--- config.mk ---
export PLATFORM = sky130hd
export DESIGN_NAME = sw_status_mon
export DESIGN_NICKNAME = d
export VERILOG_FILES = /design/src/design/chip_pkg.sv /design/src/design/sw_status_mon.sv
export SDC_FILE = /design/constraint.sdc
export NUM_CORES = 1
export LEC_CHECK = 0
export ABC_AREA = 1
export BUFFER_PORTS_ARGS = -buffer_cell sky130_fd_sc_hd__buf_2
export CAP_MARGIN = 30
export CORE_MARGIN = 1
export CORE_UTILIZATION = 38
export DETAILED_ROUTE_END_ITERATION = 8
export PLACE_DENSITY = 0.82
export SETUP_SLACK_MARGIN = 0.1
export SYNTH_ARGS = -nofsm -noshare
export SYNTH_HDL_FRONTEND = slang
export SYNTH_SLANG_ARGS = --single-unit
--- constraint.sdc ---
create_clock -name clk_i -period 2.84 [get_ports clk_i]
set_input_delay 0.568 -clock clk_i [delete_from_list [all_inputs] [get_ports clk_i]]
set_output_delay 0.568 -clock clk_i [all_outputs]
set_load 0.005 [all_outputs]
--- src/design/chip_pkg.sv ---
// Shared types and constants for the SPI write harness.
// Holds the RAM write request, the watched-word views and the status codes
// that the monitor and the testbench compare against.

package chip_pkg;

  // One write frame is an address byte followed by four data bytes
  parameter int unsigned FRAME_BYTES = 5;

  // Software test status codes
  parameter logic [15:0] STATUS_IN_TEST = 16'h4354;
  parameter logic [15:0] STATUS_PASSED  = 16'h900d;
  parameter logic [15:0] STATUS_FAILED  = 16'hbaad;

  // Word write request carried over the req/ack handshake
  typedef struct packed {
    logic [7:0]  addr;
    logic [31:0] data;
  } ram_req_t;

  // Status word layout, code in the low half
  typedef struct packed {
    logic [15:0] rsvd;
    logic [15:0] code;
  } status_view_t;

  // Log word layout, one character in the low byte
  typedef struct packed {
    logic [23:0] rsvd;
    logic [7:0]  char_val;
  } log_view_t;

  // Same write data seen as status, as log character or as a raw word
  typedef union packed {
    status_view_t status;
    log_view_t    log;
    logic [31:0]  raw;
  } sw_word_u;

endpackage

--- src/design/sw_status_mon.sv ---
// Monitor for software status and log writes to the RAM.
// Picks out completed writes at two fixed word addresses and turns them
// into sticky test results and a one-cycle log character strobe.

`timescale 1ns/1ps

module sw_status_mon #(
  parameter logic [7:0] STATUS_ADDR = 8'hf0,
  parameter logic [7:0] LOG_ADDR    = 8'hf4
) (
  input  logic               clk_i,
  input  logic               arst_n_i,
  input  logic               req_i,
  input  logic               ack_i,
  input  chip_pkg::ram_req_t ram_req_i,
  output logic               write_seen_o,
  output logic               test_done_o,
  output logic               test_pass_o,
  output logic               log_valid_o,
  output logic [7:0]         log_char_o
);

  logic              ack_q;
  logic              write_done;
  chip_pkg::sw_word_u word;
  logic              done_q;
  logic              pass_q;
  logic              log_valid_q;
  logic [7:0]        log_char_q;

  // First cycle of ack while the request is still up
  assign write_done = req_i && ack_i && !ack_q;
  assign word       = chip_pkg::sw_word_u'(ram_req_i.data);

  always_ff @(posedge clk_i or negedge arst_n_i) begin
    if (!arst_n_i) begin
      ack_q       <= 1'b0;
      done_q      <= 1'b0;
      pass_q      <= 1'b0;
      log_valid_q <= 1'b0;
    end else begin
      ack_q       <= ack_i;
      log_valid_q <= write_done && (ram_req_i.addr == LOG_ADDR);
      // First final verdict wins
      if (write_done && ram_req_i.addr == STATUS_ADDR && !done_q) begin
        case (word.status.code)
          chip_pkg::STATUS_PASSED: begin
            done_q <= 1'b1;
            pass_q <= 1'b1;
          end
          chip_pkg::STATUS_FAILED: begin
            done_q <= 1'b1;
            pass_q <= 1'b0;
          end
          chip_pkg::STATUS_IN_TEST: ;
          default: ;
        endcase
      end
    end
  end

  always_ff @(posedge clk_i) begin
    if (write_done && ram_req_i.addr == LOG_ADDR) begin
      log_char_q <= word.log.char_val;
    end
  end

  assign write_seen_o = write_done;
  assign test_done_o  = done_q;
  assign test_pass_o  = pass_q;
  assign log_valid_o  = log_valid_q;
  assign log_char_o   = log_char_q;

  // A pass verdict only exists as part of a finished test
  pass_needs_done_a : assert property (
    @(posedge clk_i) disable iff (!arst_n_i)
    test_pass_o |-> test_done_o
  );

endmodule

==> results.yml <==
run_status:
  outcome: "finished, final reports clean"
synth:
  synth_xor_area_share_pct: 0
  avgSynthCellArea_um2: 8.58
  ys_seq_elements: 12
  synthMuxAreaShare_pct: 0
  yosys_warnings: 0
  synth_top_family_by_area: "simple AND/OR/NAND/NOR gates"
  synth_cells: 70
  synth_compound_area_share_pct: 0
  synth_simple_gate_area_share_pct: 34.6
  ys_seq_area_share_pct: 56.7
  synth_nets: 114
  synthesis.area_um2: 601
  synth_cell_types: 12
  synth_fa_ha_area_share_pct: 0
routing:
  postRouteAntennaNets: 0
  drt_pre_antenna_iters: 4
  wl_per_cell_um: 9.29
  drc: 0
  num_vias: 573
  viasPerCell: 4.44
  drt_iter0_markers: 2
  routed_wl_mm: 1.20
floorplanning:
  die-height_um: 41.8
  dieArea_mm2: 0.00174
  dieWidth_um: 41.8
  ios: 56
  initial_utilization_pct: 43.4
  core_area_mm2: 0.00138
  row_count: 13
critical_path:
  ff2ff_setup_slack_ps: 1570
  crit_path_start_kind: "input pin"
  crit_chain: "buf_2, nand2_1, nor2_4, buf_2"
  crit_fanout: 3
  path_buf_inv: 2
  slowest_stage: "buf_2"
  cp_slowest_stage_delay_ps: 120
  path_common_cell: "buf_2"
  path_delay_family: "buffers and inverters"
  critPathKind: "input pin to primary output"
  arrival_ps: 960
  cp.required_ps: 2270
  reg2reg_from: "ack_q$_DFF_PN0_"
  endpoint_kind: "primary output"
  reg2reg_depth: 4
  rr_endpoint: "log_char_o[6]$_DFFE_PP_"
clock_tree:
  holdBufCountCts: 0
  h-tree-depth: 1
  postCtsSetupBuffers: 0
  cts_sinks: 12
  cts_max_path_buffers: 2
  cts_buffers: 3
  cts-root-buf: "clkbuf_4"
  path_clk_slew_ps: 70
  cts_tree: "yes"
  clock_latency_ps: 280
  cts_resized: 0
timing:
  rsz0062_at_grt: "no"
  slew_headroom_pct: 84.7
  tns_ps: 0
  min_period_over_period_pct: 53.8
  tightest_slew_ps: 227
  period_needed_ps: 1530
  final_max_slew_viol_count: 0
  hold_viol_final: 0
  skew_ps: 0.371
  timing.fmax_mhz: 654
  finalSetupViolCount: 0
global_route:
  grt_pass1_wl_mm: 2.04
  gr-total-overflow: 0
  track_usage_pct: 15.4
  antenna_found_initial: 0
  first_global_vias: 553
  grt_max_degree: 10
worst_hold_path:
  min_path_type: "input pin to async pin"
finish:
  finalNetCount: 159
  seq_area_um2: 340
  nFillCells: 122
  diodes: 0
  final_cell_mix: "buf_2 (39), nand2_1 (19), nor2_1 (13), inv_1 (12), edfxtp_1 (8)"
  multi_input_area_um2: 208
  layout_commonest_cell: "buf_2"
  finalNonFillerCells: 129
  area_growth_pct: 41.3
  drive_above_1_share_pct: 48.2
place:
  placed_cells: 125
  place.gp.congestion: 0.740
  dp_hpwl_mm: 1.04
  portBuffers: 39
power:
  p_leak_uw: 0.000447
  power.density_mw_per_mm2: 398
  peakVddDrop_v: 0.000195
run:
  maxCapViolations: 0
==> where the power goes <==
part	total (µW)	switching (µW)	internal, µW
Combinational	37.8	18.5	19.3
Clock	112	57.5	54.5
Sequential	188	0.569	187
Total	338	76.5	261
==> per-layer routing <==
metal	global-route usage, %	vias up	routed length, µm
li1	-	299	-
met1	13.0	250	415
met2	31.3	21	701
met3	3.04	3	62
met4	9.68	0	19
met5	0	-	0
==> cells by family after synthesis <==
kind of cell           after synthesis
buffers and inverters               14
and+or+nand+nor                     44
DFF                                 12
==> registers in the layout (all words and copies together) (netlist names) <==
| name | cells |
|---|---|
| log_valid_o | 1 |
| ack_q | 1 |
| test_done_o | 1 |
| test_pass_o | 1 |
| log_char_o | 8 |
==> synth_stat cells <==
cell,n,share of area [%]
nor4_1,1,1.0
nor2_2,4,4.2
inv_2,2,1.3
dfrtp_1,4,17
inv_1,12,7.5
nand3_2,1,1.7
nor2_1,13,8.1
nand3_1,1,0.83
nand2_1,19,12
nor2_4,2,3.7
edfxtp_1,8,40
nand2_2,3,3.1
==> through the flow <==
step	power (µW)	area, µm²	hold WS [ps]	utilization (%)	setup WS, ps
2_1_floorplan	205	601	272	-	746
3_3_place_gp	228	822	376	59.5	1240
3_5_place_dp	230	822	380	59.5	1210
4_1_cts	340	848	83.9	61.4	1310
5_1_grt	357	848	74.0	61.4	1260
6_report	338	848	84.0	61.4	1310
==> area by class of cell <==
class,count,share of cell area [%]
flip-flops and latches,12,40.1
well taps,15,2.21
multi-input cells,44,24.5
clock buffers,4,3.10
repair buffers,40,23.9
inverters,14,6.19
==> worst max-delay path by stage <==
stage                       start                 endpoint  slack [ps]  cells past startpoint
global route                ack_i             write_seen_o        1260                      4
CTS                         ack_i             write_seen_o        1310                      4
floorplan           ram_req_i[37]  log_char_o[0]$_DFFE_PP_         750                      4
detailed placement  ram_req_i[37]  log_char_o[6]$_DFFE_PP_        1210                      6
global placement    ram_req_i[37]  log_char_o[7]$_DFFE_PP_        1240                      6
finish                      ack_i             write_seen_o        1310                      4
Note: power is estimated with default switching activity, not from simulation.
