**config.mk**
```make
export PLATFORM = sky130hd
export DESIGN_NAME = write_ctrl_fsm
export DESIGN_NICKNAME = d
export VERILOG_FILES = /design/src/design/chip_pkg.sv /design/src/design/write_ctrl_fsm.sv
export SDC_FILE = /design/constraint.sdc
export NUM_CORES = 1
export LEC_CHECK = 0
export BUFFER_PORTS_ARGS = -buffer_cell sky130_fd_sc_hd__buf_2
export CAP_MARGIN = 20
export CORE_MARGIN = 5
export CORE_UTILIZATION = 40
export DETAILED_ROUTE_END_ITERATION = 16
export PLACE_DENSITY = 0.84
export SYNTH_ARGS = -nofsm -noshare
export SYNTH_HDL_FRONTEND = slang
export SYNTH_SLANG_ARGS = --single-unit
```
**constraint.sdc**
```tcl
create_clock -name clk_i -period 4.5 [get_ports clk_i]
set_clock_uncertainty 0.15 [all_clocks]
set_input_delay 0.225 -clock clk_i [delete_from_list [all_inputs] [get_ports clk_i]]
set_output_delay 0.225 -clock clk_i [all_outputs]
set_load 0.02 [all_outputs]
```
**src/design/chip_pkg.sv**
```systemverilog
// Shared types and constants for the SPI write harness.
// Holds the RAM write request, the watched-word views and the status codes
// that the monitor and the testbench compare against.

package chip_pkg;

  // One write frame is an address byte followed by four data bytes
  parameter int unsigned FRAME_BYTES = 5;

  // Software test status codes
  parameter logic [15:0] STATUS_IN_TEST = 16'h4354;
  parameter logic [15:0] STATUS_PASSED  = 16'h900d;
  parameter logic [15:0] STATUS_FAILED  = 16'hbaad;

  // Word write request carried over the req/ack handshake
  typedef struct packed {
    logic [7:0]  addr;
    logic [31:0] data;
  } ram_req_t;

  // Status word layout, code in the low half
  typedef struct packed {
    logic [15:0] rsvd;
    logic [15:0] code;
  } status_view_t;

  // Log word layout, one character in the low byte
  typedef struct packed {
    logic [23:0] rsvd;
    logic [7:0]  char_val;
  } log_view_t;

  // Same write data seen as status, as log character or as a raw word
  typedef union packed {
    status_view_t status;
    log_view_t    log;
    logic [31:0]  raw;
  } sw_word_u;

endpackage

```
**src/design/write_ctrl_fsm.sv**
```systemverilog
// Write controller between the SPI receiver and the simulation RAM.
// Runs one four-phase req/ack handshake per accepted frame and flags
// frames that arrive while a handshake is still in flight.

`timescale 1ns/1ps

module write_ctrl_fsm (
  input  logic               clk_i,
  input  logic               arst_n_i,
  input  logic               frame_valid_i,
  input  chip_pkg::ram_req_t frame_i,
  output logic               req_o,
  output chip_pkg::ram_req_t ram_req_o,
  input  logic               ack_i,
  output logic               overrun_o
);

  typedef enum logic [1:0] {
    IDLE    = 2'd0,
    REQ     = 2'd1,
    RELEASE = 2'd2
  } state_e;

  state_e             state_q;
  state_e             state_d;
  chip_pkg::ram_req_t frame_q;
  logic               overrun_q;
  logic               accept;

  assign accept = frame_valid_i && (state_q == IDLE);

  always_comb begin
    state_d = state_q;
    case (state_q)
      IDLE: begin
        if (frame_valid_i) begin
          state_d = REQ;
        end
      end
      // Drop req on the clock after ack is seen
      REQ: begin
        if (ack_i) begin
          state_d = RELEASE;
        end
      end
      // Wait for the RAM to return ack low
      RELEASE: begin
        if (!ack_i) begin
          state_d = IDLE;
        end
      end
      default: state_d = IDLE;
    endcase
  end

  always_ff @(posedge clk_i or negedge arst_n_i) begin
    if (!arst_n_i) begin
      state_q   <= IDLE;
      overrun_q <= 1'b0;
    end else begin
      state_q <= state_d;
      if (frame_valid_i && state_q != IDLE) begin
        overrun_q <= 1'b1;
      end
    end
  end

  // Request held from acceptance until the next accepted frame
  always_ff @(posedge clk_i) begin
    if (accept) begin
      frame_q <= frame_i;
    end
  end

  assign req_o     = (state_q == REQ);
  assign ram_req_o = frame_q;
  assign overrun_o = overrun_q;

  // Request payload must not move until the RAM has acknowledged it
  req_stable_a : assert property (
    @(posedge clk_i) disable iff (!arst_n_i)
    (req_o && !ack_i) |=> $stable(ram_req_o)
  );

endmodule

```
==> results by group <==
Floorplan
  • Die width: ~68 µm
  • Initial Utilization: between 40% and 50%
  • Cell Rows: 21
  • Io pins: 86
  • DIE AREA: ~0.0046 mm²
  • Die height: between 60 and 70 µm
  • Core Region: about 0.0033 mm²

Critical path
  • Worst Setup Start Kind: input pin
  • Number of buffers and inverters on the critical path: 3
  • CP Max Fanout: 40
  • CP Data Arrival Time: about 1500 ps
  • CP Class: input pin to register
  • CP Capture Type: register
  • Slowest stage cell, crit path: dlygate4sd3_1
  • Critical Path, Cell by Cell: dlygate4sd3_1, buf_2, nor3b_2, buf_4
  • CP max stage delay: 530 ps
  • Required time worst endpoint: approximately 4300 ps
  • Critical path's top delay family: buffers and inverters

Logic synthesis
  • Top cell type's share of synthesized area: 89.89%
  • Synth warnings: 0
  • Ranking of synthesized cells by area: edfxtp_1 90%, dfrtp_1 5.6%, nand2b_1 1.4%
  • Synthesized net count: 96
  • Synth unique cells: 9
  • Synth area leader: edfxtp_1
  • Mapped Avg Cell Area: 25.70 µm²
  • Yosys reg bits: 43
  • Post-Syn Area: 0.001336 mm²
  • Post-Synthesis Cells: 52
  • Sequential fraction of the synthesis area: a little over nine tenths

Clock network
  • Worst-case clock buffer depth: 2
  • H-tree depth: 2
  • CTS sink cnt: 43
  • Clock buffers created by TritonCTS: 5
  • Latest clock arrival within the worst-skew pair: roughly 340 ps
  • Hold_buf cts: 43
  • Reg clk slew, reported paths: 110 ps
  • CTS tree: done
  • Root buf cell: clkbuf_4
  • Post-cts resize count: 0
  • Post-CTS setup buffers: 0

Finish
  • Final net count: between 200 and 250
  • Most frequent cells in the layout: 85 x buf_2, 43 x dlygate4sd3_1, 40 x edfxtp_1
  • Core Util, Final: about 70%
  • Commonest non-fill, non-tap cell in the layout: buf_2
  • N_diodes: 0
  • Final-layout fill cell count: around 200
  • Area grow syn2layout: 76.87%
  • Non-Filler Instances: ~240
  • Layout cells sized above 1: between 50% and 60%

STA
  • Period minus WS final: approximately 1600 ps
  • FMAX: 0.6163 GHz
  • WHS: between 40 and 50 ps
  • Sum Neg Setup Slack: 0 ps
  • # setup viols final: 0
  • Hold Fails Final Rpt: 0
  • Slew Limit Fails: 0
  • RSZ-0062 raised after global routing: false
  • Slew @ Worst Pin: approximately 480 ps
  • Worst slew margin: 67.84%
  • Period utilisation layout: a little over a third

Global routing
  • All-Layer GR Usage: approximately 18%
  • Vias in the first global route: between 1000 and 1500
  • Initial antenna violation count: 0
  • Overflow after GRT: 0
  • Largest net degree at the start of global routing: between 40 and 50
  • First-pass GRT wire length: 5630 µm

Power and ir drop
  • Pleak: ~1 nW
  • PwrDens: roughly 480 mW/mm²
  • Max VDD drop: around 0.00027 V

Status
  • Status: complete, no violations

Drt
  • DRC: 0
  • Drt wl/cell: between 15 and 20 µm
  • Vias: roughly 1000
  • Vias/cell: around 4.3
  • Pre-antenna DRT Iters: 3
  • Antenna viol nets, final: 0
  • Initial DRC count: 46
  • Total Routed Length: between 4000 and 5000 µm

Placement
  • DP HPWL: roughly 2200 µm
  • IO Port Bufs: 85
  • Inst Count DP: about 180
  • RD Place Congestion: approximately 0.64

Worst hold path
  • Worst Hold Class: input pin to async pin

Job
  • Max_cap viols: 0
[routing by layer]
layer | GRT usage [%] | vias up | share of wire (%)
li1 | - | 475 | -
met1 | 16.34 | 461 | 34
met2 | 35.36 | 60 | 54
met3 | 6.656 | 6 | 10
met4 | 7.692 | 0 | 1.4
met5 | 0 | - | 0
[sequential cells by signal (all words and copies together), names as in the netlist]
name       cells
overrun_o      1
ram_req_o     40
state_q        2
[cell type report]
cell class | count | area [µm²] | area share [%]
clock buffers | 6 | 41.29 | 1.747
well taps | 46 | 57.56 | 2.435
multi-input cells | 9 | 65.06 | 2.753
repair buffers | 129 | 863.3 | 36.53
clock inverters | 2 | 60.06 | 2.541
flip-flops and latches | 43 | 1276 | 54.00
[through the flow]
| step | worst slack, ps | total power, mW | area (µm²) |
|---|---|---|---|
| after floorplan | 467.4 | 0.7173 | 1336 |
| after global placement | 2983 | 0.7998 | 1832 |
| after detailed placement | 2918 | 0.8107 | 1832 |
| after CTS | 2894 | 1.130 | 2364 |
| after global routing | 2841 | 1.177 | 2364 |
| final | 2877 | 1.127 | 2364 |
[cells by family (layout without fill, tap and decap cells)]
kind of cell | Yosys count | after routing | synth area share [%]
simple gates | 6 | 6 | 3.184
buf+inv | 0 | 137 | 0
flops | 43 | 43 | 95.51
compound gates | 3 | 3 | 1.310
[power breakdown]
| group | switching (mW) | leakage, nW | total [mW] | internal (mW) |
|---|---|---|---|---|
| registers | 0.0312 | 0.410 | 0.567 | 0.536 |
| clock network | 0.116 | 0.0525 | 0.290 | 0.173 |
| logic | 0.172 | 0.542 | 0.269 | 0.0976 |
[final timing paths]
check                                to  slack (ps)  depth (start not counted)           from
hold / removal               state_q[0]          40                          2       arst_n_i
setup reg to reg           ram_req_o[1]        2910                          2     state_q[0]
max in group asynchronous     overrun_o        4050                          2       arst_n_i
min in group clk_i            overrun_o         340                          1      overrun_o
setup / recovery           ram_req_o[1]        2880                          4  frame_valid_i
hold reg to reg               overrun_o         340                          1      overrun_o
[synthesized netlist by cell type, drive strengths merged]
cell type  instances
dfrtp              3
nor2b              1
a21oi              1
nand2b             3
nor3b              1
edfxtp            40
and2b              1
o21ai              1
o21a               1
No activity file was read; power rests on OpenSTA's default activity.
