==> config.mk <==
export PLATFORM = sky130hd
export DESIGN_NAME = spi_frame_rx
export DESIGN_NICKNAME = d
export VERILOG_FILES = /design/src/design/chip_pkg.sv /design/src/design/spi_frame_rx.sv
export SDC_FILE = /design/constraint.sdc
export NUM_CORES = 1
export LEC_CHECK = 0
export ABC_AREA = 1
export BUFFER_PORTS_ARGS = -buffer_cell sky130_fd_sc_hd__buf_2
export CORE_UTILIZATION = 40
export CTS_BUF_LIST = sky130_fd_sc_hd__clkbuf_2 sky130_fd_sc_hd__clkbuf_4 sky130_fd_sc_hd__clkbuf_8
export CTS_CLUSTER_SIZE = 14
export DETAILED_ROUTE_END_ITERATION = 12
export GPL_TIMING_DRIVEN = 0
export PLACE_DENSITY = 0.72
export SETUP_SLACK_MARGIN = 0.05
export SYNTH_ARGS = -nofsm -noshare
export SYNTH_HDL_FRONTEND = slang
export SYNTH_SLANG_ARGS = --single-unit
==> constraint.sdc <==
create_clock -name clk_i -period 3.2 [get_ports clk_i]
set_input_delay 0.64 -clock clk_i [delete_from_list [all_inputs] [get_ports clk_i]]
set_output_delay 0.64 -clock clk_i [all_outputs]
set_load 0.02 [all_outputs]
==> src/design/chip_pkg.sv <==
// Shared types and constants for the SPI write harness.
// Holds the RAM write request, the watched-word views and the status codes
// that the monitor and the testbench compare against.

package chip_pkg;

  // One write frame is an address byte followed by four data bytes
  parameter int unsigned FRAME_BYTES = 5;

  // Software test status codes
  parameter logic [15:0] STATUS_IN_TEST = 16'h4354;
  parameter logic [15:0] STATUS_PASSED  = 16'h900d;
  parameter logic [15:0] STATUS_FAILED  = 16'hbaad;

  // Word write request carried over the req/ack handshake
  typedef struct packed {
    logic [7:0]  addr;
    logic [31:0] data;
  } ram_req_t;

  // Status word layout, code in the low half
  typedef struct packed {
    logic [15:0] rsvd;
    logic [15:0] code;
  } status_view_t;

  // Log word layout, one character in the low byte
  typedef struct packed {
    logic [23:0] rsvd;
    logic [7:0]  char_val;
  } log_view_t;

  // Same write data seen as status, as log character or as a raw word
  typedef union packed {
    status_view_t status;
    log_view_t    log;
    logic [31:0]  raw;
  } sw_word_u;

endpackage

==> src/design/spi_frame_rx.sv <==
// SPI mode 0 frame receiver, MSB first.
// Synchronizes the pins to clk_i and assembles five-byte write frames.
// A frame is passed on only when csb rises after whole bytes.

`timescale 1ns/1ps

module spi_frame_rx (
  input  logic               clk_i,
  input  logic               arst_n_i,
  input  logic               spi_sck_i,
  input  logic               spi_csb_i,
  input  logic               spi_sdi_i,
  output logic               frame_valid_o,
  output chip_pkg::ram_req_t frame_o
);

  localparam int unsigned FrameW = $bits(chip_pkg::ram_req_t);

  logic [1:0]        sck_sync;
  logic [1:0]        csb_sync;
  logic [1:0]        sdi_sync;
  logic              sck_q;
  logic              csb_q;
  logic              sck_rise;
  logic              csb_rise;
  logic [2:0]        bit_cnt;
  logic [2:0]        byte_cnt;
  logic [FrameW-1:0] shift_q;
  logic              frame_valid_q;

  // Two-flop synchronizers plus one stage for edge detection
  always_ff @(posedge clk_i or negedge arst_n_i) begin
    if (!arst_n_i) begin
      sck_sync <= 2'b00;
      csb_sync <= 2'b11;
      sdi_sync <= 2'b00;
      sck_q    <= 1'b0;
      csb_q    <= 1'b1;
    end else begin
      sck_sync <= {sck_sync[0], spi_sck_i};
      csb_sync <= {csb_sync[0], spi_csb_i};
      sdi_sync <= {sdi_sync[0], spi_sdi_i};
      sck_q    <= sck_sync[1];
      csb_q    <= csb_sync[1];
    end
  end

  assign sck_rise = sck_sync[1] & ~sck_q;
  assign csb_rise = csb_sync[1] & ~csb_q;

  // Bit and byte counters, cleared while deselected
  always_ff @(posedge clk_i or negedge arst_n_i) begin
    if (!arst_n_i) begin
      bit_cnt  <= 3'd0;
      byte_cnt <= 3'd0;
    end else if (csb_sync[1]) begin
      bit_cnt  <= 3'd0;
      byte_cnt <= 3'd0;
    end else if (sck_rise) begin
      bit_cnt <= bit_cnt + 3'd1;
      // Saturate so long frames never wrap back to a valid count
      if (bit_cnt == 3'd7 && byte_cnt != 3'd7) begin
        byte_cnt <= byte_cnt + 3'd1;
      end
    end
  end

  // Address lands in the top byte once all five bytes are in
  always_ff @(posedge clk_i) begin
    if (!csb_sync[1] && sck_rise) begin
      shift_q <= {shift_q[FrameW-2:0], sdi_sync[1]};
    end
  end

  always_ff @(posedge clk_i or negedge arst_n_i) begin
    if (!arst_n_i) begin
      frame_valid_q <= 1'b0;
    end else begin
      frame_valid_q <= csb_rise && (bit_cnt == 3'd0) &&
                       (byte_cnt == 3'(chip_pkg::FRAME_BYTES));
    end
  end

  assign frame_valid_o = frame_valid_q;
  assign frame_o       = chip_pkg::ram_req_t'(shift_q);

endmodule

==> results.md <==
- Run status: finished clean
- Nets: 159
- Largest net degree at the start of global routing: 34
- Cts bufs inserted: 5
- Setup crit start: frame_o[13]
- GRT Util Overall: 12.3%
- Final antenna-violating net count: 0
- Most frequent cells in the layout: buf_2 (45), edfxtp_1 (40), nand2_1 (12), dfrtp_1 (12), inv_1 (7)
- Initial core utilization: 41.6%
- Reg2reg start: sck_q
- Finished Core Util: 51.1%
- Clk buf depth: 2
- Syn Inst Count: 95
- Final Hold Viols: 0
- Final period util: 48.7%
- Syn avg cell area: 18.9 um^2
- # diodes: 0
- Critical Path RT: 2.56 ns
- IO buf count: 45
- Initial antenna violation count: 0
- F_max: 642 MHz
- Drt wl/cell: 13.6 um
- Minimum clock period after layout: 1.56 ns
- Dpl ws: 1.78 ns
- Final Non-Filler Cells: 201
- Post-CTS Setup Inserts: 0
- Max VDD drop: 0.293 mV
- FF+latch count, synth: 55
- CP bufs+invs: 1
- Critical R2R Capture: frame_o[20]
- Iteration-0 DRC Markers: 109
- Unrepaired setup endpoints after global routing: no
- # resized after CTS: 0
- Crit path DAT: 0.92 ns
- Slew HR: 75.3%
- Setup violations, final: 0
- Total wire length: 2.73 mm
- Top post-synthesis cells by area: edfxtp_1 (67%), dfrtp_1 (17%), dfstp_2 (4.4%)
- Global-route wire length before repair: 4.46 mm
- Worst slew pin tran: 0.370 ns
- Root Buffer: clkbuf_8
- Htree depth: 2
- Critical-path top delay cell: edfxtp_1
- Area Overhead vs Synth: 22.8%
- Top Ports: 46
- Crit end category: output port
- Hold-fix buffers, CTS: 0
- Pins Over Slew Limit: 0
- Tot Pwr: 1.26 mW
- Commonest non-fill, non-tap cell in the layout: buf_2
- Routed via count: 934
- Hold slack: 0.208 ns
- Clock Sinks: 55
- Via density: 4.65
- Die width: 69.1 um
- # rows: 24
- CP Max Fanout: 2
- Vias in the first global route: 913
- Ys Warns: 0
- Placed Cells: 193
- DRC violations left: 0
- DP Area: 2120 um^2
- Share of cells above drive strength 1: 40.9%
- Critical path's largest stage delay: 0.43 ns
- Clock Skew: 0.00779 ns
- CORE AREA: 4320 um^2
- Delay-heaviest family, CP: flip-flops
- Cells along the critical path: buf_2
- Reg2Reg Depth: 4
- Die Y: 69.1 um
- Yosys top cell by area: edfxtp_1
- Clock transition at the registers of the reported paths: 0.10 ns
- Hold Crit Class: in -> async
- Worst setup margin: 1.64 ns
- Drt pass-1 iters: 4
- Worst setup SP type: register
- Synthesized Nets: 106
- Netlist cell types: 13
- Clk_lat worst skew: 0.31 ns
- CTS tree: done
- GRT Residual Overflow: 0
- Max_cap viols: 0
- Syn Std Cell Area: 1800 um^2
- Kind of critical path: reg -> out
- TNS Setup: 0 ns
- Die area: 4770 um^2
- Layout Cell Area excl Fill: 2210 um^2
- Leak: 0.911 nW
- Post-DP HPWL: 1.89 mm
- R2R Setup Slk: 1.79 ns
- Synth top area share: 66.8%
- PD cells: 571 nW/um^2
- GP Congestion: 0.728
- Register area share after synthesis: 87.8%
[synth_stat cells]
cell and count:
dfrtp_1 12, dfstp_2 3, edfxtp_1 40, ha_1 6
inv_1 7, inv_2 1, nand2_1 12, nand2_2 2
nand3_1 3, nand4_1 1, nor2_1 4, nor3_1 1
o21ai_0 3
[flip-flops by register name (all words and copies together), names as in the netlist]
| register | count |
|---|---|
| csb_q | 1 |
| sck_sync | 2 |
| byte_cnt | 3 |
| frame_valid_o | 1 |
| bit_cnt | 3 |
| sdi_sync | 2 |
| frame_o | 40 |
| sck_q | 1 |
| csb_sync | 2 |
[metal layers]
layer / global-route usage [%] / up-vias / share of wire, %
li1: - / 439 / -
met1: 16.3 / 447 / 47
met2: 17.8 / 45 / 44
met3: 5.70 / 3 / 7.1
met4: 4.08 / 0 / 1.5
met5: 0 / - / 0
[cells by family (layout without fill, tap and decap cells)]
logic type      Yosys count  in the layout  synth area share [%]
fa+ha+maj                 6              6                  4.17
compound gates            3              3                 0.834
simple gates             23             23                  5.49
flops                    55             55                  87.8
buf+inv                   8             62                  1.67
[where the power goes]
group	leakage, nW	switching [mW]	total, mW	internal (mW)
combinational	0.313	0.0454	0.0668	0.0214
clock	0.0461	0.230	0.388	0.158
sequential	0.552	0.0152	0.806	0.791
total	0.911	0.291	1.26	0.970
[cell type report]
cell class / instances / area [um^2]
fillers: 374 / 2110
flip-flops and latches: 55 / 1580
repair buffers: 46 / 245
multi-input cells: 32 / 196
clock buffers: 5 / 68.8
well taps: 52 / 65.1
inverters: 8 / 30.0
clock inverters: 3 / 23.8
[worst max path at each step]
stage | endpoint | cells after the start | slack (ns)
final | frame_o[13] | 1 | 1.64
after global routing | frame_o[14] | 1 | 1.59
after CTS | frame_o[14] | 1 | 1.63
after detailed placement | frame_o[20] | 4 | 1.78
after global placement | frame_o[24] | 3 | 0.03
after floorplan | frame_o[0] | 3 | 0.53
(Power assumes the default switching activity.)
