[src/design/idle_timer.sv]
// Watchdog for a stalled test.
// Counts cycles without a completed write and raises a sticky hang flag
// once the count reaches IDLE_LIMIT.

`timescale 1ns/1ps

module idle_timer #(
  parameter int unsigned IDLE_LIMIT = 2000
) (
  input  logic clk_i,
  input  logic arst_n_i,
  input  logic run_i,
  input  logic clear_i,
  output logic hang_o
);

  localparam int unsigned CntW = $clog2(IDLE_LIMIT + 1);

  logic [CntW-1:0] cnt_q;
  logic            hang_q;

  always_ff @(posedge clk_i or negedge arst_n_i) begin
    if (!arst_n_i) begin
      cnt_q  <= '0;
      hang_q <= 1'b0;
    end else begin
      if (clear_i) begin
        cnt_q <= '0;
      end else if (run_i && cnt_q != CntW'(IDLE_LIMIT)) begin
        cnt_q <= cnt_q + 1'b1;
      end
      // Saturated count means no write for the whole window
      if (cnt_q == CntW'(IDLE_LIMIT)) begin
        hang_q <= 1'b1;
      end
    end
  end

  assign hang_o = hang_q;

endmodule

[config.mk]
export PLATFORM = sky130hd
export DESIGN_NAME = idle_timer
export DESIGN_NICKNAME = d
export VERILOG_FILES = /design/src/design/idle_timer.sv
export SDC_FILE = /design/constraint.sdc
export NUM_CORES = 1
export LEC_CHECK = 0
export ABC_AREA = 1
export BUFFER_PORTS_ARGS = -buffer_cell sky130_fd_sc_hd__buf_2
export CAP_MARGIN = 5
export CORE_ASPECT_RATIO = 0.9
export CORE_MARGIN = 3
export CORE_UTILIZATION = 50
export CTS_CLUSTER_SIZE = 28
export DETAILED_ROUTE_END_ITERATION = 10
export HOLD_SLACK_MARGIN = 0.03
export PLACE_DENSITY_LB_ADDON = 0.12
export SETUP_SLACK_MARGIN = 0.4
export SYNTH_ARGS = -nofsm -noshare
export SYNTH_HDL_FRONTEND = slang
export SYNTH_SLANG_ARGS = --single-unit
[constraint.sdc]
create_clock -name clk_i -period 1.6 [get_ports clk_i]
set_input_delay 0.08 -clock clk_i [delete_from_list [all_inputs] [get_ports clk_i]]
set_output_delay 0.08 -clock clk_i [all_outputs]
set_load 0.01 [all_outputs]
==> impl_metrics.env, run 1 <==
export IMPL_synth_edff_count=0
export IMPL_floorplan_die_width_um=48.6
export IMPL_drv_max_cap_violation_count=0
export IMPL_cp_data_arrival_time_ps=1530
export IMPL_synth_area_per_cell_sq_um=7.09
export IMPL_fin_ws_ps=233
export IMPL_setup_repair_after_global_routing_missed_its_margin="yes"
export IMPL_grt_max_degree=13
export IMPL_total_clock_buffers_created_by_cts=3
export IMPL_grt_first_pass_wirelength_um=3020
export IMPL_timing_final_max_slew_violations=0
export IMPL_cts_max_path_buffers=2
export IMPL_clock_tree_from_tritoncts="yes"
export IMPL_power_leakage_nw=0.508
export IMPL_post_place_ws_ps=207
export IMPL_setup_worst_path_class="reg -> reg"
export IMPL_finalWorstPathRequiredPeriod_ps=1370
export IMPL_synth_fp_nets=121
export IMPL_placed_cells_incl_taps=140
export IMPL_grt_ovfl_total=0
export IMPL_max_slew_margin_pct=72.6
export IMPL_min_path_type="in -> reg"
export IMPL_synth_area_top_cells="dfrtp_1 37%, nand2_1 15%, inv_1 9.2%"
export IMPL_floorplan_initialDensity_pct=54.5
export IMPL_critPathLaunchType="register"
export IMPL_antenna_diode_count=0
export IMPL_final_hold_viol_count=0
export IMPL_number_of_setup_violations_in_the_final_report=0
export IMPL_floorplan_io_pins=5
export IMPL_final_min_period_over_clock_period_pct=85.4
export IMPL_worst_r2r_setup_slack_ps=230
export IMPL_final_setup_skew_ps=0.985
export IMPL_worst_path_max_fanout=9
export IMPL_first_iter_violations=18
export IMPL_initial_antenna_violation_count=0
export IMPL_postLayoutCoreUtil_pct=69.7
export IMPL_fin_tns_setup_ps=0
export IMPL_yosys_area_top_type_share_pct=36.8
export IMPL_area_growth_pct=27.9
export IMPL_most_frequent_cells_after_synthesis="32 x nand2_1, 20 x inv_1, 12 x dfrtp_1, 9 x nand3_1, 9 x nor2_1"
export IMPL_placementRows=13
export IMPL_timing_critical_path_to_type="register"
export IMPL_synthesis_area_sq_um=816
export IMPL_power_per_cell_area_nw_per_um2=630
export IMPL_tightest_slew_ps=411
export IMPL_ir_drop_mv=0.388
export IMPL_post_drt_wl_per_cell_um=12.1
export IMPL_number_of_unique_standard_cell_types_used_by_synthesis=19
export IMPL_clock_sink_count=12
export IMPL_total_power_w=0.000657
export IMPL_drc=0
export IMPL_drive_gt1_share_pct=34.8
export IMPL_clock_latency_ps=280
export IMPL_first_global_vias=652
export IMPL_via_per_inst=4.96
export IMPL_port_buffers=4
export IMPL_fraction_of_the_yosys_area_taken_by_sequential_cells_pct=36.8
export IMPL_track_usage_pct=18.9
export IMPL_outcome="complete, no violations"
export IMPL_drtPass1Iterations=4
export IMPL_yosys_cell_count_top_type="nand2_1"
export IMPL_core_box_area_sq_um=1500
export IMPL_dieHeight_um=44.3
export IMPL_ys_dominant_reg_cell="dfrtp_1"
export IMPL_route_vias_total=764
export IMPL_ys_warn_count=0
export IMPL_instances_no_fill=154
export IMPL_root_buffer_selected_by_cts="clkbuf_4"
export IMPL_synth_register_bits=12
export IMPL_cts_htree_levels=1
export IMPL_synth_async_sr_flop_share_pct=100
export IMPL_postRouteWirelength_um=1870
export IMPL_num_nets_final=139
export IMPL_worst_endpoint_required_ps=1770
export IMPL_synth_area_leader_cell="dfrtp_1"
export IMPL_cts_clk_slew_worst_paths_ps=80
export IMPL_postSynthCellCount=115
export IMPL_fmax_ghz=0.731
export IMPL_post_dp_hpwl_um=1220
export IMPL_routabilityCongestion=0.843
export IMPL_die_area_sq_um=2150
export IMPL_detail_route_antenna_nets=0
registers in the layout, indices dropped and copies added, names as in the netlist:
| signal | count |
|---|---|
| hang_o | 1 |
| cnt_q | 11 |
worst paths after layout:
| check | from | to | depth (start not counted) |
|---|---|---|---|
| worst max-delay path | cnt_q[0] | cnt_q[2] | 9 |
| max in group asynchronous | arst_n_i | cnt_q[6] | 2 |
| worst min-delay path | clear_i | cnt_q[3] | 4 |
| worst min register to register | hang_o | hang_o | 1 |
| worst max register to register | cnt_q[0] | cnt_q[2] | 9 |
| min in group asynchronous | arst_n_i | cnt_q[1] | 2 |
cell families (layout without fill, tap and decap cells):
group,Yosys count,count (layout),share of synthesized area (%)
simple gates,70,70,42.5
buf+inv,23,40,11.3
flops,12,12,36.8
compound gates,5,5,3.07
xor+xnor,3,3,3.22
fa+ha+maj,2,2,3.07
layout make-up:
cell class                      count  area (sq um)
Sequential cell                    12           308
Fill cell                         133           453
Inverter                           22          87.6
Clock buffer                        4          36.3
Multi-Input combinational cell     80           483
Tap cell                           22          27.5
Timing Repair Buffer               14           101
critical path, cell delays in order, from the launching register on:
cell	delay, ps
dfrtp_2	440
inv_2	90
ha_4	130
inv_2	30
nor2_4	110
nand3_4	100
nor2_4	130
nor2_4	80
nand3_1	70
o21ai_1	70
placed cells by master, fill, tap and decap left out, types with 2 or more instances in the layout:
master    Yosys  routed
nand2_2       3       5
inv_2         1       3
clkbuf_4      0       3
buf_4         0       8
buf_2         1       4
xor2_1        3       3
nand4_1       8       8
nor2_1        9       8
nand3_1       9       7
inv_1        20      18
dfrtp_2       0       6
ha_4          0       2
nand2_1      32      30
nor2_2        3       2
nand3_2       2       3
dfrtp_1      12       6
nor2_4        2       4
o21ai_1       4       4
layer usage:
metal	track usage (%)	routed length, um
met1	26.2	900
met3	4.04	42
met4	8.52	48
met2	28.6	876
met5	0	0
where the power goes:
group,switching [W],internal [W],total (W)
Combinational,0.0000519,0.0000411,0.0000931
Clock,0.000112,0.000138,0.000251
Sequential,0.00000544,0.000308,0.000313
stage by stage:
step,hold WS [ps],instance area (sq um)
detailed placement,-24.4,888
global route,59.3,1040
floorplan,-216,846
finish,59.3,1040
CTS,59.0,970
global placement,-24.5,888
repair_timing:
action                                 CTS  global route
setup endpoints to repair               12            12
endpoints found under the hold margin   12             0
setup buffers                            4             5
gates resized for setup                  3            10
hold buffers                             1             0
pin swaps                                4             2
(Power assumes the default switching activity.)
==> run 2: changes to the inputs <==
--- a/config.mk
+++ b/config.mk
@@ -9,7 +9,6 @@
 export BUFFER_PORTS_ARGS = -buffer_cell sky130_fd_sc_hd__buf_2
 export CAP_MARGIN = 5
 export CORE_ASPECT_RATIO = 0.9
-export CORE_MARGIN = 3
 export CORE_UTILIZATION = 50
 export CTS_CLUSTER_SIZE = 28
 export DETAILED_ROUTE_END_ITERATION = 10
==> run 2 against run 1 <==
Compared with the run above:
- clock power shrank 27%
- largest cell class unchanged
- design area shrank 7.7%
- via count shrank 5.8%
- worst hold slack gained 8.8 ps
- critical endpoint is now cnt_q[1]
- highest routed layer unchanged
==> impl_metrics.env, run 2 (synthesis results as in run 1) <==
export IMPL_placed_cells_incl_taps=140
export IMPL_fin_area_sq_um=963
export IMPL_fin_tns_setup_ps=0
export IMPL_layout_common_cells="30 x nand2_1, 17 x inv_1, 10 x dfrtp_1, 8 x nand3_1, 8 x nand4_1"
export IMPL_floorplan_die_width_um=44.6
export IMPL_power_frac_comb_pct=13.2
export IMPL_core_box_area_sq_um=1480
export IMPL_setup_worst_path_class="reg -> reg"
export IMPL_min_path_type="in -> reg"
export IMPL_power_share_clock_pct=32.0
export IMPL_p_int_w=0.000424
export IMPL_first_global_vias=608
export IMPL_final_hold_viol_count=0
export IMPL_drive_gt1_share_pct=28.6
export IMPL_crit_family="simple AND/OR/NAND/NOR gates"
export IMPL_area_sequential_sq_um=303
export IMPL_number_of_setup_violations_in_the_final_report=0
export IMPL_post_drt_wl_per_cell_um=11.3
export IMPL_initial_antenna_violation_count=0
export IMPL_post_dp_hpwl_um=1210
export IMPL_placementRows=13
export IMPL_drc=0
export IMPL_final_setup_skew_ps=5.81
export IMPL_grt_ovfl_total=0
export IMPL_power_leakage_nw=0.481
export IMPL_route_vias_total=720
export IMPL_timing_final_max_slew_violations=0
export IMPL_grt_max_degree=13
export IMPL_root_buffer_selected_by_cts="clkbuf_4"
export IMPL_dieHeight_um=40.3
export IMPL_clock_tree_from_tritoncts="yes"
export IMPL_critPathLaunchType="register"
export IMPL_proportion_of_total_power_due_to_net_switching_pct=25.6
export IMPL_worst_path_max_fanout=9
export IMPL_highest_delay_cell_along_the_critical_path="dfrtp_1"
export IMPL_post_place_ws_ps=212
export IMPL_tightest_slew_ps=398
export IMPL_postRouteWirelength_um=1670
export IMPL_clock_latency_ps=280
export IMPL_timing_critical_path_to_type="register"
export IMPL_power_net_switching_w=0.000146
export IMPL_multi_input_comb_area_sq_um=463
export IMPL_fmax_ghz=0.754
export IMPL_clock_sink_count=12
export IMPL_antenna_diode_count=0
export IMPL_ir_drop_mv=0.497
export IMPL_critical_path_max_stage_delay_ps=410
export IMPL_holdWs_ps=68.1
export IMPL_path_buf_inv=2
export IMPL_grt_first_pass_wirelength_um=2750
export IMPL_cts_max_path_buffers=2
export IMPL_floorplan_io_pins=5
export IMPL_seq_power_share_pct=54.8
export IMPL_area_growth_pct=18.1
export IMPL_critPathMostFrequentCell="nor2_4"
export IMPL_outcome="complete, no violations"
export IMPL_nFillCells=126
export IMPL_instances_no_fill=148
export IMPL_fin_ws_ps=274
export IMPL_floorplan_initialDensity_pct=55.1
export IMPL_cp_data_arrival_time_ps=1490
export IMPL_worst_endpoint_required_ps=1770
export IMPL_power_per_cell_area_nw_per_um2=592
export IMPL_total_clock_buffers_created_by_cts=3
export IMPL_cts_htree_levels=1
export IMPL_drtPass1Iterations=4
export IMPL_max_slew_margin_pct=73.5
export IMPL_layout_commonest_cell="nand2_1"
export IMPL_final_min_period_over_clock_period_pct=82.9
export IMPL_timing_critical_path_cells="inv_2, ha_4, inv_2, nor2_4, nand3_2, nor2_4, nor2_4, nand3_1, o21ai_1"
export IMPL_setup_repair_after_global_routing_missed_its_margin="yes"
export IMPL_routabilityCongestion=0.829
export IMPL_drv_max_cap_violation_count=0
export IMPL_cts_clk_slew_worst_paths_ps=70
export IMPL_track_usage_pct=22.3
export IMPL_port_buffers=4
export IMPL_finalWorstPathRequiredPeriod_ps=1330
export IMPL_regMostFlops="cnt_q"
export IMPL_via_per_inst=4.86
export IMPL_worst_r2r_setup_slack_ps=270
export IMPL_num_nets_final=134
export IMPL_largest_register_ffs=11
export IMPL_die_area_sq_um=1800
export IMPL_first_iter_violations=18
export IMPL_postPlaceCellArea_sq_um=888
export IMPL_detail_route_antenna_nets=0
==> run 2: power groups by stage <==
stage,clock [W],sequential [W],combinational [W]
after floorplan,0,0.000319,0.0000417
after global placement,0,0.000320,0.0000590
after detailed placement,0,0.000320,0.0000618
after CTS,0.000190,0.000313,0.0000721
after global routing,0.000204,0.000313,0.0000842
final,0.000183,0.000313,0.0000752
==> run 2: final timing paths <==
kind	start	to	depth (start not counted)
hold / removal	clear_i	cnt_q[3]	4
setup / recovery	cnt_q[0]	cnt_q[1]	9
min in group asynchronous	arst_n_i	cnt_q[9]	2
max in group asynchronous	arst_n_i	cnt_q[2]	2
hold reg to reg	hang_o	hang_o	1
setup reg to reg	cnt_q[0]	cnt_q[1]	9
==> run 2: per-stage QoR <==
stage          power [W]  utilization (%)
6_report        0.000571             65.1
5_1_grt         0.000601             65.1
4_1_cts         0.000575             63.3
3_5_place_dp    0.000382             60.0
3_3_place_gp    0.000379             60.0
2_1_floorplan   0.000361                -
==> run 2: area by class of cell <==
type,instances,area share (%)
inverters,22,9.09
multi-input cells,80,48.1
flip-flops and latches,12,31.4
repair buffers,9,6.23
well taps,22,2.86
clock buffers,3,2.34
==> run 2: repair_timing <==
action	4_1_cts	5_1_grt
resized for setup	2	5
setup buffers	2	2
pin swaps	4	1
hold buffers	1	0
hold endpoints to repair	12	0
endpoints found under the setup margin	12	12
==> run 2: worst register-to-register path, stage by stage (launching register included) <==
cell and delay, ps:
dfrtp_1 410, inv_2 100, ha_4 140, inv_2 40
nor2_4 90, nand3_2 100, nor2_4 130, nor2_4 70
nand3_1 80, o21ai_1 70
==> run 2: per-layer routing <==
metal / vias up / wire length (um) / global-route usage (%)
met1: 325 / 817 / 29.5
met4: 0 / 18 / 6.82
li1: 383 / - / -
met3: 4 / 67 / 8.11
met2: 8 / 764 / 34.2
met5: - / 0 / 0
